### src/rtl/wb_pkg.sv
////////////////////////////////////////////////////////////
// Write-back subsystem package with the pipeline record,
// LSU and coprocessor response types and trap encodings
////////////////////////////////////////////////////////////

`default_nettype none

package wb_pkg;

  //////////////////////////////////////////////////////////
  // Encodings

  // Instruction class as decoded by the execute stage
  typedef enum logic [1:0] {
    ALU  = 2'd0,
    LOAD = 2'd1,
    XIF  = 2'd2
  } instr_kind_e;

  // Memory protection outcome reported with a load response
  typedef enum logic [1:0] {
    MPU_OK       = 2'd0,
    MPU_RE_FAULT = 2'd1,
    MPU_WR_FAULT = 2'd2
  } mpu_status_e;

  // Alignment outcome reported with a load response
  typedef enum logic {
    ALIGN_OK  = 1'b0,
    ALIGN_ERR = 1'b1
  } align_status_e;

  // Cause of an aborted instruction, listed in priority order after NONE
  typedef enum logic [2:0] {
    NONE       = 3'd0,
    UPSTREAM   = 3'd1,
    MPU        = 3'd2,
    ALIGN      = 3'd3,
    WATCHPOINT = 3'd4,
    XIF_EXC    = 3'd5
  } trap_cause_e;

  typedef logic [4:0] rf_addr_t;

  //////////////////////////////////////////////////////////
  // Records

  // One instruction as it travels from EX into WB
  typedef struct packed {
    logic        instr_valid;
    instr_kind_e kind;
    logic        rf_we;
    rf_addr_t    rf_waddr;
    logic [31:0] rf_wdata;   // ALU result
    logic [15:0] pc;         // Address tag kept for trap capture
    logic        abort_op;   // Exception raised further up the pipe
  } ex_wb_pipe_t;

  // Load response, the watchpoint vector travels beside it
  typedef struct packed {
    logic          rvalid;
    logic [31:0]   rdata;
    mpu_status_e   mpu_status;
    align_status_e align_status;
  } lsu_resp_t;

  // Coprocessor result payload
  typedef struct packed {
    logic [31:0] data;
    logic        exc;
  } xif_result_t;

  // Kill and halt requests aimed at WB
  typedef struct packed {
    logic kill_wb;
    logic halt_wb;
  } ctrl_t;

endpackage

`default_nettype wire
### src/rtl/wb_top.sv
////////////////////////////////////////////////////////////
// Write-back subsystem top with pipeline register, WB stage,
// register file and trap capture
////////////////////////////////////////////////////////////

`timescale 1ns/1ps
`default_nettype none

module wb_top import wb_pkg::*; #(
  parameter int unsigned WPT_W = 4
) (
  input  logic             clk,
  input  logic             rst_n,
  // Execute stage
  input  logic             ex_valid_i,
  input  ex_wb_pipe_t      ex_instr_i,
  output logic             ex_ready_o,
  // Kill and halt
  input  ctrl_t            ctrl_i,
  // Load/store unit
  input  lsu_resp_t        lsu_resp_i,
  input  logic [WPT_W-1:0] lsu_wpt_i,
  output logic             lsu_pending_o,
  // Coprocessor
  input  logic             xif_valid_i,
  input  xif_result_t      xif_result_i,
  output logic             xif_ready_o,
  // Retire strobe and register read port
  output logic             wb_valid_o,
  input  rf_addr_t         rf_raddr_i,
  output logic [31:0]      rf_rdata_o,
  // Trap capture
  input  logic             trap_clr_i,
  output logic [31:0]      retire_cnt_o,
  output trap_cause_e      trap_cause_o,
  output logic [15:0]      trap_pc_o,
  output logic [WPT_W-1:0] trap_wpt_o
);

  ex_wb_pipe_t      ex_wb_pipe;
  logic             wb_ready;
  logic             rf_we;
  rf_addr_t         rf_waddr;
  logic [31:0]      rf_wdata;
  logic             abort_op;
  trap_cause_e      abort_cause;
  logic [WPT_W-1:0] wpt_match;

  wb_ex_pipe_reg u_pipe_reg (
    .clk          (clk),
    .rst_n        (rst_n),
    .ex_valid_i   (ex_valid_i),
    .ex_instr_i   (ex_instr_i),
    .wb_ready_i   (wb_ready),
    .kill_wb_i    (ctrl_i.kill_wb),
    .ex_ready_o   (ex_ready_o),
    .ex_wb_pipe_o (ex_wb_pipe)
  );

  // Load stall indication has no consumer in this subsystem
  wb_stage #(.WPT_W(WPT_W)) u_wb_stage (
    .clk           (clk),
    .rst_n         (rst_n),
    .ex_wb_pipe_i  (ex_wb_pipe),
    .ctrl_i        (ctrl_i),
    .lsu_resp_i    (lsu_resp_i),
    .lsu_wpt_i     (lsu_wpt_i),
    .xif_valid_i   (xif_valid_i),
    .xif_result_i  (xif_result_i),
    .rf_we_o       (rf_we),
    .rf_waddr_o    (rf_waddr),
    .rf_wdata_o    (rf_wdata),
    .xif_ready_o   (xif_ready_o),
    .lsu_pending_o (lsu_pending_o),
    .data_stall_o  (),
    .wb_ready_o    (wb_ready),
    .wb_valid_o    (wb_valid_o),
    .abort_op_o    (abort_op),
    .abort_cause_o (abort_cause),
    .wpt_match_o   (wpt_match)
  );

  wb_regfile u_regfile (
    .clk     (clk),
    .rst_n   (rst_n),
    .we_i    (rf_we),
    .waddr_i (rf_waddr),
    .wdata_i (rf_wdata),
    .raddr_i (rf_raddr_i),
    .rdata_o (rf_rdata_o)
  );

  wb_trap_capture #(.WPT_W(WPT_W)) u_trap_capture (
    .clk           (clk),
    .rst_n         (rst_n),
    .wb_valid_i    (wb_valid_o),
    .abort_op_i    (abort_op),
    .abort_cause_i (abort_cause),
    .pc_i          (ex_wb_pipe.pc),
    .wpt_match_i   (wpt_match),
    .trap_clr_i    (trap_clr_i),
    .retire_cnt_o  (retire_cnt_o),
    .trap_cause_o  (trap_cause_o),
    .trap_pc_o     (trap_pc_o),
    .trap_wpt_o    (trap_wpt_o)
  );

endmodule

`default_nettype wire

### src/rtl/wb_trap_capture.sv
////////////////////////////////////////////////////////////
// Retire counter and capture of the first aborted instruction
////////////////////////////////////////////////////////////

`timescale 1ns/1ps
`default_nettype none

module wb_trap_capture import wb_pkg::*; #(
  parameter int unsigned WPT_W = 4
) (
  input  logic             clk,
  input  logic             rst_n,
  input  logic             wb_valid_i,
  input  logic             abort_op_i,
  input  trap_cause_e      abort_cause_i,
  input  logic [15:0]      pc_i,
  input  logic [WPT_W-1:0] wpt_match_i,
  input  logic             trap_clr_i,
  output logic [31:0]      retire_cnt_o,
  output trap_cause_e      trap_cause_o,
  output logic [15:0]      trap_pc_o,
  output logic [WPT_W-1:0] trap_wpt_o
);

  logic retire;
  logic abort;
  logic first_abort;

  assign retire = wb_valid_i && !abort_op_i;
  assign abort  = wb_valid_i && abort_op_i;

  // A trap is already held while the cause reads anything but NONE
  assign first_abort = abort && (trap_cause_o == NONE);

  //////////////////////////////////////////////////////////
  // Retire counter

  // Aborted instructions leave WB but do not count as retired
  always_ff @(posedge clk or negedge rst_n) begin
    if (!rst_n) begin
      retire_cnt_o <= '0;
    end else if (retire) begin
      retire_cnt_o <= retire_cnt_o + 32'd1;
    end
  end

  //////////////////////////////////////////////////////////
  // First abort

  // Clear wins over an abort in the same cycle
  always_ff @(posedge clk or negedge rst_n) begin
    if (!rst_n) begin
      trap_cause_o <= NONE;
      trap_pc_o    <= '0;
      trap_wpt_o   <= '0;
    end else if (trap_clr_i) begin
      trap_cause_o <= NONE;
      trap_pc_o    <= '0;
      trap_wpt_o   <= '0;
    end else if (first_abort) begin
      trap_cause_o <= abort_cause_i;
      trap_pc_o    <= pc_i;
      // Watchpoint hits of the trapping load, zero for other causes
      trap_wpt_o   <= wpt_match_i;
    end
  end

endmodule

`default_nettype wire

### src/rtl/wb_regfile.sv
////////////////////////////////////////////////////////////
// Register file, 32 x 32 bit with x0 tied to zero
////////////////////////////////////////////////////////////

`timescale 1ns/1ps
`default_nettype none

module wb_regfile import wb_pkg::*; (
  input  logic        clk,
  input  logic        rst_n,
  input  logic        we_i,
  input  rf_addr_t    waddr_i,
  input  logic [31:0] wdata_i,
  input  rf_addr_t    raddr_i,
  output logic [31:0] rdata_o
);

  logic [31:0] regs [32];

  //////////////////////////////////////////////////////////
  // Write port

  // Entry 0 is cleared by reset and never written afterwards
  always_ff @(posedge clk or negedge rst_n) begin
    if (!rst_n) begin
      for (int i = 0; i < 32; i++) begin
        regs[i] <= '0;
      end
    end else if (we_i && (waddr_i != '0)) begin
      regs[waddr_i] <= wdata_i;
    end
  end

  //////////////////////////////////////////////////////////
  // Read port

  // Asynchronous read, a write shows up the cycle after it is issued
  assign rdata_o = regs[raddr_i];

endmodule

`default_nettype wire

### src/rtl/wb_stage.sv
////////////////////////////////////////////////////////////
// Write-back stage merging ALU, load and coprocessor results
// into one register file write and a retire strobe
////////////////////////////////////////////////////////////

`timescale 1ns/1ps
`default_nettype none

module wb_stage import wb_pkg::*; #(
  parameter int unsigned WPT_W = 4
) (
  input  logic             clk,
  input  logic             rst_n,
  input  ex_wb_pipe_t      ex_wb_pipe_i,
  input  ctrl_t            ctrl_i,
  input  lsu_resp_t        lsu_resp_i,
  input  logic [WPT_W-1:0] lsu_wpt_i,
  input  logic             xif_valid_i,
  input  xif_result_t      xif_result_i,
  output logic             rf_we_o,
  output rf_addr_t         rf_waddr_o,
  output logic [31:0]      rf_wdata_o,
  output logic             xif_ready_o,
  output logic             lsu_pending_o,
  output logic             data_stall_o,
  output logic             wb_ready_o,
  output logic             wb_valid_o,
  output logic             abort_op_o,
  output trap_cause_e      abort_cause_o,
  output logic [WPT_W-1:0] wpt_match_o
);

  logic             is_load;
  logic             is_xif;
  logic             instr_valid;
  logic             load_wait;
  logic             xif_waiting;
  logic             xif_exception;
  logic             load_fault;
  logic             sticky_set;
  logic             sticky_clr;
  // Sticky copies of the one-cycle LSU response
  logic             lsu_valid_q;
  logic [31:0]      lsu_rdata_q;
  mpu_status_e      lsu_mpu_q;
  align_status_e    lsu_align_q;
  logic [WPT_W-1:0] lsu_wpt_q;
  // Response as seen by this cycle, live or sticky
  logic             lsu_valid;
  logic [31:0]      lsu_rdata;
  mpu_status_e      lsu_mpu;
  align_status_e    lsu_align;
  logic [WPT_W-1:0] lsu_wpt;

  assign is_load = ex_wb_pipe_i.instr_valid && (ex_wb_pipe_i.kind == LOAD);
  assign is_xif  = ex_wb_pipe_i.instr_valid && (ex_wb_pipe_i.kind == XIF);

  // Instruction is present and allowed to make progress this cycle
  assign instr_valid = ex_wb_pipe_i.instr_valid && !ctrl_i.kill_wb && !ctrl_i.halt_wb;

  //////////////////////////////////////////////////////////
  // LSU response

  // The LSU may answer while WB is halted, so the response is kept
  // until the load retires or is killed
  assign sticky_set = is_load && lsu_resp_i.rvalid && !lsu_valid_q;
  assign sticky_clr = wb_valid_o || ctrl_i.kill_wb;

  always_ff @(posedge clk or negedge rst_n) begin
    if (!rst_n) begin
      lsu_valid_q <= 1'b0;
      lsu_mpu_q   <= MPU_OK;
      lsu_align_q <= ALIGN_OK;
      lsu_wpt_q   <= '0;
    end else if (sticky_clr) begin
      lsu_valid_q <= 1'b0;
      lsu_mpu_q   <= MPU_OK;
      lsu_align_q <= ALIGN_OK;
      lsu_wpt_q   <= '0;
    end else if (sticky_set) begin
      lsu_valid_q <= 1'b1;
      lsu_mpu_q   <= lsu_resp_i.mpu_status;
      lsu_align_q <= lsu_resp_i.align_status;
      lsu_wpt_q   <= lsu_wpt_i;
    end
  end

  // Load data is payload and is only read when lsu_valid_q is set
  always_ff @(posedge clk) begin
    if (sticky_set) begin
      lsu_rdata_q <= lsu_resp_i.rdata;
    end
  end

  // Status reads as clean while no response has arrived
  always_comb begin
    lsu_valid = lsu_valid_q || lsu_resp_i.rvalid;
    lsu_rdata = lsu_resp_i.rdata;
    lsu_mpu   = MPU_OK;
    lsu_align = ALIGN_OK;
    lsu_wpt   = '0;
    if (lsu_valid_q) begin
      lsu_rdata = lsu_rdata_q;
      lsu_mpu   = lsu_mpu_q;
      lsu_align = lsu_align_q;
      lsu_wpt   = lsu_wpt_q;
    end else if (lsu_resp_i.rvalid) begin
      lsu_mpu   = lsu_resp_i.mpu_status;
      lsu_align = lsu_resp_i.align_status;
      lsu_wpt   = lsu_wpt_i;
    end
  end

  assign load_fault = is_load &&
                      ((lsu_mpu != MPU_OK) || (lsu_align != ALIGN_OK) || (|lsu_wpt));
  assign load_wait  = is_load && !lsu_valid;

  //////////////////////////////////////////////////////////
  // Coprocessor result

  // Ready only while the instruction can retire, so a transfer always retires
  assign xif_ready_o   = is_xif && !ctrl_i.kill_wb && !ctrl_i.halt_wb;
  assign xif_waiting   = is_xif && !xif_valid_i;
  assign xif_exception = is_xif && xif_valid_i && xif_result_i.exc;

  //////////////////////////////////////////////////////////
  // Retire, write and abort

  assign wb_valid_o = instr_valid && ((!is_load && !xif_waiting) || (is_load && lsu_valid));

  // Any exception suppresses the write, the instruction still retires as aborted
  assign abort_op_o = ex_wb_pipe_i.abort_op || load_fault || xif_exception;
  assign rf_we_o    = wb_valid_o && ex_wb_pipe_i.rf_we && !abort_op_o;
  assign rf_waddr_o = ex_wb_pipe_i.rf_waddr;
  assign rf_wdata_o = is_load ? lsu_rdata :
                      is_xif  ? xif_result_i.data : ex_wb_pipe_i.rf_wdata;

  // Cause priority follows the order of the encoding
  always_comb begin
    if (ex_wb_pipe_i.abort_op) abort_cause_o = UPSTREAM;
    else if (is_load && (lsu_mpu != MPU_OK)) abort_cause_o = MPU;
    else if (is_load && (lsu_align != ALIGN_OK)) abort_cause_o = ALIGN;
    else if (is_load && (|lsu_wpt)) abort_cause_o = WATCHPOINT;
    else if (xif_exception) abort_cause_o = XIF_EXC;
    else abort_cause_o = NONE;
  end

  assign lsu_pending_o = is_load;
  assign data_stall_o  = load_wait && instr_valid;
  assign wpt_match_o   = lsu_wpt;

  // Kill always empties WB, otherwise WB frees up once its record completes
  assign wb_ready_o = ctrl_i.kill_wb || (!ctrl_i.halt_wb && !xif_waiting && !load_wait);

endmodule

`default_nettype wire

### src/rtl/wb_ex_pipe_reg.sv
////////////////////////////////////////////////////////////
// EX/WB pipeline register holding one instruction record
////////////////////////////////////////////////////////////

`timescale 1ns/1ps
`default_nettype none

module wb_ex_pipe_reg import wb_pkg::*; (
  input  logic        clk,
  input  logic        rst_n,
  input  logic        ex_valid_i,
  input  ex_wb_pipe_t ex_instr_i,
  input  logic        wb_ready_i,
  input  logic        kill_wb_i,
  output logic        ex_ready_o,
  output ex_wb_pipe_t ex_wb_pipe_o
);

  // Goes high on the first edge after reset release and stays high
  logic        ready_en_q;
  logic        valid_q;
  logic        transfer;
  ex_wb_pipe_t instr_q;

  // Space is available when the slot is empty or WB hands its record on
  assign ex_ready_o = ready_en_q && (!valid_q || wb_ready_i);
  assign transfer   = ex_valid_i && ex_ready_o;

  always_ff @(posedge clk or negedge rst_n) begin
    if (!rst_n) begin
      ready_en_q <= 1'b0;
      valid_q    <= 1'b0;
    end else begin
      ready_en_q <= 1'b1;
      // A kill flushes the record in WB, a record arriving in the
      // same cycle is younger and still takes the slot
      if (transfer) begin
        valid_q <= 1'b1;
      end else if (kill_wb_i || wb_ready_i) begin
        valid_q <= 1'b0;
      end
    end
  end

  // Record payload, qualified by valid_q
  always_ff @(posedge clk) begin
    if (transfer) begin
      instr_q <= ex_instr_i;
    end
  end

  // The slot's own flag replaces whatever valid bit came along with the record
  always_comb begin
    ex_wb_pipe_o             = instr_q;
    ex_wb_pipe_o.instr_valid = valid_q;
  end

endmodule

`default_nettype wire

### config.mk
export PLATFORM = sky130hd
export DESIGN_NAME = wb_top
export DESIGN_NICKNAME = d
export VERILOG_FILES = /design/src/rtl/wb_pkg.sv /design/src/rtl/wb_top.sv /design/src/rtl/wb_trap_capture.sv /design/src/rtl/wb_regfile.sv /design/src/rtl/wb_stage.sv /design/src/rtl/wb_ex_pipe_reg.sv
export SDC_FILE = /design/constraint.sdc
export NUM_CORES = 2
export LEC_CHECK = 0
export BUFFER_PORTS_ARGS = -buffer_cell sky130_fd_sc_hd__buf_4
export CORE_AREA = 2 2 443 225
export DETAILED_ROUTE_END_ITERATION = 12
export DIE_AREA = 0 0 445 227
export GPL_ROUTABILITY_DRIVEN = 0
export PLACE_DENSITY = 0.72
export SETUP_SLACK_MARGIN = 0.05
export SYNTH_ARGS = -nofsm -noshare
export SYNTH_HDL_FRONTEND = slang
export SYNTH_SLANG_ARGS = --single-unit
### constraint.sdc
create_clock -name clk -period 10.25 [get_ports clk]
set_input_delay 0 -clock clk [delete_from_list [all_inputs] [get_ports clk]]
set_output_delay 0 -clock clk [all_outputs]
set_load 0.01 [all_outputs]
==> run summary <==
Setup Fix Bufs, Post-CTS -> 0
Critical Path RT -> 10.82 ns
First DRT Iteration DRCs -> 2,631
post-synthesis sequential area ratio -> 0.563
status -> finished, final reports clean
CTS Buf Count -> 104
pin slew with the least headroom to its limit -> 1.34 ns
die height -> 227 µm
Root Buffer -> clkbuf_16
CTS tree -> built
CTS Hold Bufs -> 152
Boundary Pins -> 234
clk_skew -> 0.0261 ns
Tot GR Track Use -> 0.277
Critical Path AT -> 5.44 ns
CP Class -> reg2reg
area grow syn2layout -> 14.9%
CTS sink count -> 1,178
routed vias/inst -> 6.32
First-pass DRT Iterations -> 5
Sequential Power Share -> 0.504
Antenna Violating Nets Remaining -> 0
RSZ-0062 raised after global routing -> false
Final HPWL DP -> 73.9 mm
DRC violations left -> 0
startpoint types -> register
endpoints failing hold -> 0
fmax -> 0.205 GHz
via count -> 31,200
syn nets -> 3,466
switching power -> 2200 µW
Cell Area, Synth -> 0.0532 mm²
setup_tns -> 0 ns
# Max-Cap Violations -> 0
# port buffers -> 232
Reg clk slew, reported paths -> 0.07 ns
# rows -> 81
clock power share -> 0.430
r2r startpoint -> u_pipe_reg.ex_wb_pipe_o[55]
cts repair resizes -> 0
DIE AREA -> 0.101 mm²
Critical Path Sink -> u_regfile.regs[938]
initial antenna violation count -> 4
Final Cell Area -> 0.0611 mm²
final worst-path cycle share -> 0.475
Slew headroom -> 0.104
#FFs+latches synth -> 1,178
Pwr per Cell Area -> 156 mW/mm²
Worst Path Max Fanout -> 72
number of global-route vias before repair -> 32,900
pins over their slew limit -> 0
Area after DPL -> 0.0560 mm²
Cells after Synth -> 3,322
Int Pwr -> 7350 µW
EDFF count, synth -> 89
H-Tree Level Count -> 3
combinational group share of total power -> 0.065
critical path endpoint category -> register
fraction of layout cells with a size suffix above 1 -> 0.509
largest net degree at the start of global routing -> 182
Initial Utilization -> 0.548
top_reg_cell synth -> dfrtp_1
R2R depth -> 6
Net Sw Frac -> 0.230
fin crit period -> 4.87 ns
Clock Latency Late Sink -> 0.70 ns
Die Width -> 445 µm
setup violators final -> 0
Routed WL -> 137 mm
Distinct cells, synth -> 54
Core Area -> 0.0971 mm²
Worst R2R End -> u_regfile.regs[938]
Remaining Overflow, GRT -> 0
asr flop ratio synth -> 0.924
worst vdd ir -> 0.160 mV
LEAKAGE -> 0.0290 µW
hold crit path type -> in2reg
drt wl/cell -> 27.8 µm
first-pass GRT wire length -> 208 mm
clk buf depth -> 3
crit path from -> u_pipe_reg.ex_wb_pipe_o[55]
fin nets -> 3,702
setup slack, reg-to-reg -> 5.38 ns
YS warnings -> 0
Mean Syn Cell Area -> 16.0 µm²
## layout by cell type, fill, tap and decap left out, types with 8 or more instances in the layout
cell type      instances
nor3_1                14
edfxtp_1              89
nand4_1               20
mux2_1                48
mux4_2               320
a31oi_2               32
xnor2_1               16
a211oi_1              38
clkinv_2              24
nor2b_1               34
nand2_1               96
mux2_2               977
nand4_4               15
bufinv_16             10
clkbuf_8              20
o21ai_0               19
nor4_4                 8
a21oi_1               28
nor4_1                15
clkbuf_16            108
dlygate4sd3_1        151
nor2_1                13
clkbuf_1              19
dfrtp_1             1088
inv_1                  9
xor2_1                15
nand3_1               30
buf_4                309
## synthesized netlist by cell type (10+ instances only)
master | n | area share
dfrtp_1 | 1089 | 0.51
mux2_2 | 977 | 0.21
mux4_2 | 320 | 0.14
clkbuf_1 | 203 | 0.014
nand2_1 | 96 | 0.0068
edfxtp_1 | 89 | 0.050
buf_2 | 66 | 0.0062
buf_4 | 49 | 0.0069
mux2_1 | 48 | 0.010
a211oi_1 | 38 | 0.0054
nor2b_1 | 35 | 0.0041
a31oi_1 | 34 | 0.0040
nand3_1 | 30 | 0.0028
a21oi_1 | 28 | 0.0026
nand4_1 | 20 | 0.0024
o21ai_0 | 19 | 0.0018
xnor2_1 | 16 | 0.0026
nor4_1 | 15 | 0.0018
xor2_1 | 15 | 0.0025
nor3_1 | 14 | 0.0013
nor2_1 | 13 | 0.00092
buf_1 | 12 | 0.00085
nand4_2 | 11 | 0.0026
buf_6 | 10 | 0.0021
## state kept, by name (all words and copies together) (netlist names), 3 cells and up
register	flops
u_regfile.regs	1024
u_wb_stage.lsu_rdata_q	32
u_pipe_reg.ex_wb_pipe_o	57
u_trap_capture.retire_cnt_o	32
u_trap_capture.trap_cause_o	3
u_trap_capture.trap_wpt_o	4
u_wb_stage.lsu_wpt_q	4
u_trap_capture.trap_pc_o	16
## kinds of logic after synthesis
| group | share of synthesized area |
|---|---|
| multiplexers | 0.353 |
| flip-flops | 0.563 |
| buffers and inverters | 0.0311 |
| AND/OR/NAND/NOR | 0.0315 |
| AO/OA/AOI/OAI | 0.0166 |
| XOR/XNOR | 0.00511 |
| adder cells (fa/ha/maj) | 0.000235 |
| other | 0.0000705 |
## cell type report
type	instances	area [µm²]
repair buffers	470	4020
multi-input cells	1794	22000
diodes	5	12.5
well taps	1286	1610
inverters	10	37.5
flip-flops and latches	1178	29900
fillers	6832	36000
clock inverters	44	502
clock buffers	147	3050
## worst max-delay path, cell delays in order, from the launching register on
cell and delay, ns:
edfxtp_1 0.44, nand3b_1 0.17, buf_4 0.79, o21a_2 1.09
nand4_1 1.09, buf_4 0.70, mux2_2 0.38
## per-stage QoR
stage	std cells	hold slack, ns	power, µW	worst slack (ns)	utilization
floorplan	3322	-0.296	5200	6.22	-
global placement	4586	0.0903	5460	5.73	0.577
detailed placement	4586	0.0957	5480	5.65	0.577
CTS	4929	0.000355	9610	5.63	0.629
global route	4934	-0.00237	9850	5.27	0.629
finish	4934	0.0261	9540	5.38	0.629
## power by group through the flow
| stage | sequential, µW | clock (µW) | combinational (µW) |
|---|---|---|---|
| after floorplan | 4890 | 0 | 310 |
| after global placement | 4890 | 0 | 564 |
| after detailed placement | 4900 | 0 | 577 |
| after CTS | 4810 | 4170 | 626 |
| after global routing | 4820 | 4360 | 678 |
| final | 4810 | 4110 | 623 |
## per-layer routing
metal / GRT usage / share of wire / vias to the layer above
met5: 0 / 0 / -
met4: 0.0856 / 0.031 / 0
met3: 0.0460 / 0.050 / 290
met2: 0.445 / 0.48 / 910
met1: 0.394 / 0.44 / 17100
li1: - / - / 12900
## worst min-delay path by stage
stage	start	to	slack (ns)	cells after the start
final	lsu_resp_i[3]	u_wb_stage.lsu_rdata_q[0]	0.03	2
after global routing	ex_instr_i[33]	u_pipe_reg.ex_wb_pipe_o[33]	-0.002	2
after CTS	ex_instr_i[45]	u_pipe_reg.ex_wb_pipe_o[45]	0.0004	2
after detailed placement	rst_n	u_trap_capture.retire_cnt_o[0]	0.1	1
after global placement	rst_n	u_trap_capture.retire_cnt_o[1]	0.09	1
after floorplan	rst_n	u_pipe_reg.ready_en_q	-0.30	0
Note: power is estimated with default switching activity, not from simulation.
